==> config.mk <==
export PLATFORM = sky130hd
export DESIGN_NAME = viewport_mapper
export DESIGN_NICKNAME = d
export VERILOG_FILES = /design/src/logic/math_pkg.sv /design/src/logic/vertex_pkg.sv /design/src/logic/viewport_mapper.sv
export SDC_FILE = /design/constraint.sdc
export NUM_CORES = 1
export LEC_CHECK = 0
export BUFFER_PORTS_ARGS = -buffer_cell sky130_fd_sc_hd__buf_2
export CORE_AREA = 3 3 280 282
export CTS_BUF_LIST = sky130_fd_sc_hd__clkbuf_16
export CTS_CLUSTER_SIZE = 20
export DETAILED_ROUTE_END_ITERATION = 8
export DIE_AREA = 0 0 283 285
export SKIP_CTS_REPAIR_TIMING = 1
export SLEW_MARGIN = 40
export SYNTH_ARGS = -nofsm -noshare
export SYNTH_HDL_FRONTEND = slang
export SYNTH_SLANG_ARGS = --single-unit
==> constraint.sdc <==
create_clock -name clk -period 17.1 [get_ports clk]
set_input_delay 3.42 -clock clk [delete_from_list [all_inputs] [get_ports clk]]
set_output_delay 3.42 -clock clk [all_outputs]
set_load 0.02 [all_outputs]
==> src/logic/math_pkg.sv <==
package math_pkg;

    // Signed fixed point, 16 integer bits and 16 fraction bits
    localparam int Q_WIDTH = 32;
    localparam int Q_FRAC  = 16;

    typedef logic signed [Q_WIDTH-1:0] q16_16_t;

    localparam q16_16_t Q_ONE = q16_16_t'(1) <<< Q_FRAC;  // 1.0

    // Perspective projection of one coordinate
    // f and coord are Q16.16, z_inv is the Q16.16 reciprocal of the depth.
    // The triple product carries 48 fraction bits, so dropping 32 of them
    // brings the result back to Q16.16. Upper bits are simply discarded
    function automatic q16_16_t project_q16_16(
        input q16_16_t f,
        input q16_16_t coord,
        input q16_16_t z_inv
    );
        logic signed [2*Q_WIDTH-1:0] f_coord;   // Q32.32
        logic signed [3*Q_WIDTH-1:0] product;   // Q48.48
        logic signed [3*Q_WIDTH-1:0] shifted;

        f_coord = f * coord;
        product = f_coord * z_inv;
        shifted = product >>> (2 * Q_FRAC);
        return shifted[Q_WIDTH-1:0];
    endfunction

endpackage
==> src/logic/vertex_pkg.sv <==
package vertex_pkg;

    // 8-bit per channel vertex color
    typedef struct packed {
        logic [7:0] r;
        logic [7:0] g;
        logic [7:0] b;
    } color_t;

    // Camera space position, projected position after the projector
    typedef struct packed {
        math_pkg::q16_16_t x;
        math_pkg::q16_16_t y;
        math_pkg::q16_16_t z;   // Depth along the view axis
    } position_t;

    typedef struct packed {
        position_t pos;
        color_t    color;
    } vertex_t;

    // One triangle moves through the pipeline as a single word
    typedef struct packed {
        vertex_t v0;
        vertex_t v1;
        vertex_t v2;
    } triangle_t;

endpackage

==> src/logic/viewport_mapper.sv <==
`timescale 1ns/1ns

module viewport_mapper #(
    parameter math_pkg::q16_16_t CENTER_X = 32'sh00a0_0000,    // 160.0
    parameter math_pkg::q16_16_t CENTER_Y = 32'sh0078_0000     // 120.0
) (
    input  logic                  clk,
    input  logic                  rst,

    input  vertex_pkg::triangle_t in_triangle,
    input  logic                  in_valid,
    output logic                  in_ready,

    output vertex_pkg::triangle_t out_triangle,
    output logic                  out_valid,
    input  logic                  out_ready,

    output logic                  busy
);

    vertex_pkg::triangle_t out_reg;
    vertex_pkg::triangle_t mapped;
    logic                  full;
    logic                  accept;
    logic                  culled;

    function automatic vertex_pkg::vertex_t center_vertex(input vertex_pkg::vertex_t v);
        vertex_pkg::vertex_t r;

        r       = v;
        r.pos.x = v.pos.x + CENTER_X;
        r.pos.y = v.pos.y + CENTER_Y;
        return r;
    endfunction

    // At or behind the camera plane
    function automatic logic behind(input math_pkg::q16_16_t z);
        return z[31] || (z == '0);
    endfunction

    assign in_ready = !full || out_ready;   // Slot frees in the same cycle
    assign accept   = in_valid && in_ready;
    assign culled   = behind(in_triangle.v0.pos.z) && behind(in_triangle.v1.pos.z)
                      && behind(in_triangle.v2.pos.z);

    always_comb begin
        mapped.v0 = center_vertex(in_triangle.v0);
        mapped.v1 = center_vertex(in_triangle.v1);
        mapped.v2 = center_vertex(in_triangle.v2);
    end

    always_ff @(posedge clk or posedge rst) begin
        if (rst)
            full <= 1'b0;
        else if (accept)
            full <= !culled;                // Culled entry is swallowed
        else if (out_ready)
            full <= 1'b0;
    end

    always_ff @(posedge clk) begin
        if (accept && !culled)
            out_reg <= mapped;
    end

    assign out_triangle = out_reg;
    assign out_valid    = full;
    assign busy         = full;

    a_valid_held: assert property (@(posedge clk) disable iff (rst)
        out_valid && !out_ready |=> out_valid)
        else $error("viewport_mapper: out_valid dropped without out_ready");

endmodule

==> results by group <==
Run status
  • Status: finished clean

Route
  • Residual DRC: 0
  • WL final: 44710 microns
  • Drt wl/cell: 18.67 microns
  • Vias per cell: 3.505
  • 1st-pass router iterations: 4
  • Remaining antenna violation count: 0
  • DRT iter0 DRCs: 381
  • Vias: 8395

GRT
  • Global route overflow: 0
  • Largest net degree at the start of global routing: 156
  • Initial antenna violation count: 14
  • Global-route wire length before repair: 61430 microns
  • Vias in the first global route: 8888
  • Aggregate global-route resource usage: 0.1038

Final layout
  • Layout cells sized above 1: 0.5827
  • Area of the multi-input gates: 0.001306 sq mm
  • Filler instances: 7963
  • Most common cell after layout, fill and taps aside: buf_2
  • Seq. cell area: 0.01084 sq mm
  • Most frequent cells in the layout: buf_2, edfxtp_1, clkbuf_16
  • Layout Nets: 1705
  • Fin util: 0.2435
  • Area grow syn2layout: 52.02%

Worst setup path
  • Critical path capture point type: output port
  • Arrival time worst endpoint: 3.92 ns
  • Critical Path, Cell by Cell: buf_2 -> inv_1 -> nand2_1 -> buf_2
  • Crit Reg-Reg Startpoint: busy
  • Worst Path Required: 13.68 ns
  • Maximum fanout along the worst path: 2
  • Slowest CP cell: buf_2
  • Largest stage delay, worst path: 0.18 ns
  • Worst path most repeated cell: buf_2
  • Setup CP Type: in2out
  • Critical Path Start Type: primary input
  • Worst r2r path cells: 4
  • Worst reg2reg path endpoint: out_triangle[82]
  • R2r setup slk: 14.41 ns

Pwr
  • Combinational group share of total power: 0.124
  • Internal Dissipation: 1.647 mW
  • Sw frac: 0.2529
  • Sw Pwr: 557.6 uW
  • Reg power frac: 0.491
  • Clock Power Share: 0.385
  • Max VDD drop: 0.00007240 V
  • Leak: 7.531 nW
  • Pwr per Cell Area: 119.2 mW/mm^2

Worst hold path
  • Hold path start: busy
  • Hold Crit Depth: 2
  • Hold Crit Class: reg2reg
  • WHS Endpoint: busy

Clock network
  • CTS Buffer Depth: 3
  • Clock slew seen by the registers of the worst setup and hold paths: 0.06 ns
  • CTS Buf Count: 42
  • CTS sink cnt: 361
  • CTS tree: done
  • Clock Latency Late Sink: 0.54 ns
  • # H-tree levels: 2
  • Clk root buf: clkbuf_16

Placed design
  • GP Congestion: 0.9452
  • Dpl hpwl: 36260 microns
  • Port Buf Inserts: 726

Logic synthesis
  • Synthesized area: 0.01216 sq mm
  • Synthesized area per cell: 21.68 sq um
  • Cell taking the most area after synthesis: edfxtp_1
  • Area share of the largest cell type after synthesis: 0.8887
  • Synth warn: 0
  • Part of the Yosys area used for sequential elements: 0.8908
  • Synthesized instance count: 561
  • Flops & latches, synth: 361
  • Yosys cell types: 26
  • Synth top area cells: edfxtp_1, xnor2_1, xor2_1
  • Syn_nets: 931

Floorplanning
  • Chip height: 285 microns
  • Core area: 0.07595 sq mm
  • Die area: 0.08066 sq mm
  • # IOs: 727
  • Rows: 101
  • Die W: 283 microns
  • Starting Density: 0.1602

Timing
  • Setup_tns: 0 ns
  • Final setup violation count: 0
  • Final Cycle Share: 0.4293
  • Hold Fails Final Rpt: 0
  • Least-Margin Pin Slew: 0.7991 ns
  • Slew Limit Fails: 0
  • Worst Skew: 0.01062 ns
  • RSZ-0062 raised after global routing: false
  • Max transition margin: 0.4673
  • Min cycle time layout: 7.341 ns
  • Highest Clock Rate: 0.1362 GHz

Job
  • MaxCap Viol Count: 0
==> sequential cells by signal, indices dropped and copies added (netlist names) <==
signal	count
out_triangle	360
busy	1
==> per-layer routing <==
metal,global-route usage,vias to the layer above,part of all wire
met5,0,-,0.0019
met4,0.04288,14,0.034
met3,0.05460,92,0.12
met2,0.1795,476,0.49
met1,0.1049,4045,0.35
li1,-,3768,-
==> synthesized netlist by cell type <==
cell type,number
nand3_1,6
xor2_1,18
and4b_1,2
nor2b_1,4
and3_1,9
o21ai_0,10
edfxtp_1,360
nand2_1,23
a32oi_1,1
or4_4,3
ha_1,6
o2111ai_1,3
nand4_1,11
or2b_2,1
nor3_1,2
nand2b_1,1
nand3b_1,2
inv_1,14
buf_4,1
xnor2_1,39
nor2_1,12
nor4_1,23
a21oi_1,3
nor3b_1,3
o31ai_1,3
dfrtp_1,1
==> power groups by stage <==
stage	registers (mW)	clock network (mW)	logic [mW]
floorplan	1.22	0	0.0411
finish	1.08	0.848	0.274
global placement	1.10	0	0.273
CTS	1.08	0.888	0.278
detailed placement	1.10	0	0.277
global route	1.09	0.922	0.292
==> how the worst max path moves through the flow <==
stage	cells past startpoint	to	slack [ns]	from
final	4	in_ready	9.76	out_ready
after detailed placement	4	in_ready	9.75	out_ready
after floorplan	4	out_triangle[0]	2.16	in_triangle[34]
after CTS	4	in_ready	9.74	out_ready
after global placement	4	in_ready	9.75	out_ready
after global routing	4	in_ready	9.71	out_ready
==> area by class of cell <==
cell class	count	share of cell area
Sequential cell	361	0.5860
Timing Repair Buffer	731	0.2007
Multi-Input combinational cell	185	0.07064
Tap cell	1030	0.06969
Clock buffer	43	0.05819
Clock inverter	27	0.01144
Inverter	14	0.002842
Antenna cell	4	0.0005413
==> stage by stage <==
stage	setup WS (ns)	power, mW	area [sq um]	hold slack, ns	instances
3_3_place_gp	9.749	1.373	17140	0.6620	2320
6_report	9.759	2.204	18490	0.6729	2395
2_1_floorplan	2.158	1.260	12170	0.8302	561
3_5_place_dp	9.746	1.378	17170	0.7000	2320
5_1_grt	9.709	2.301	18490	0.7578	2393
4_1_cts	9.744	2.250	18450	0.7180	2390
==> worst max-delay path: cells and delay by family <==
family	cells	cell delay [ns]
buffers and inverters	3	0.42
and+or+nand+nor	1	0.09
==> cell families after synthesis <==
family          share of synthesized area
compound gates                    0.01008
xor+xnor                          0.04104
fa+ha+maj                        0.006171
buf+inv                          0.004937
flops                              0.8908
simple gates                      0.04701
No activity file was read; power rests on OpenSTA's default activity.
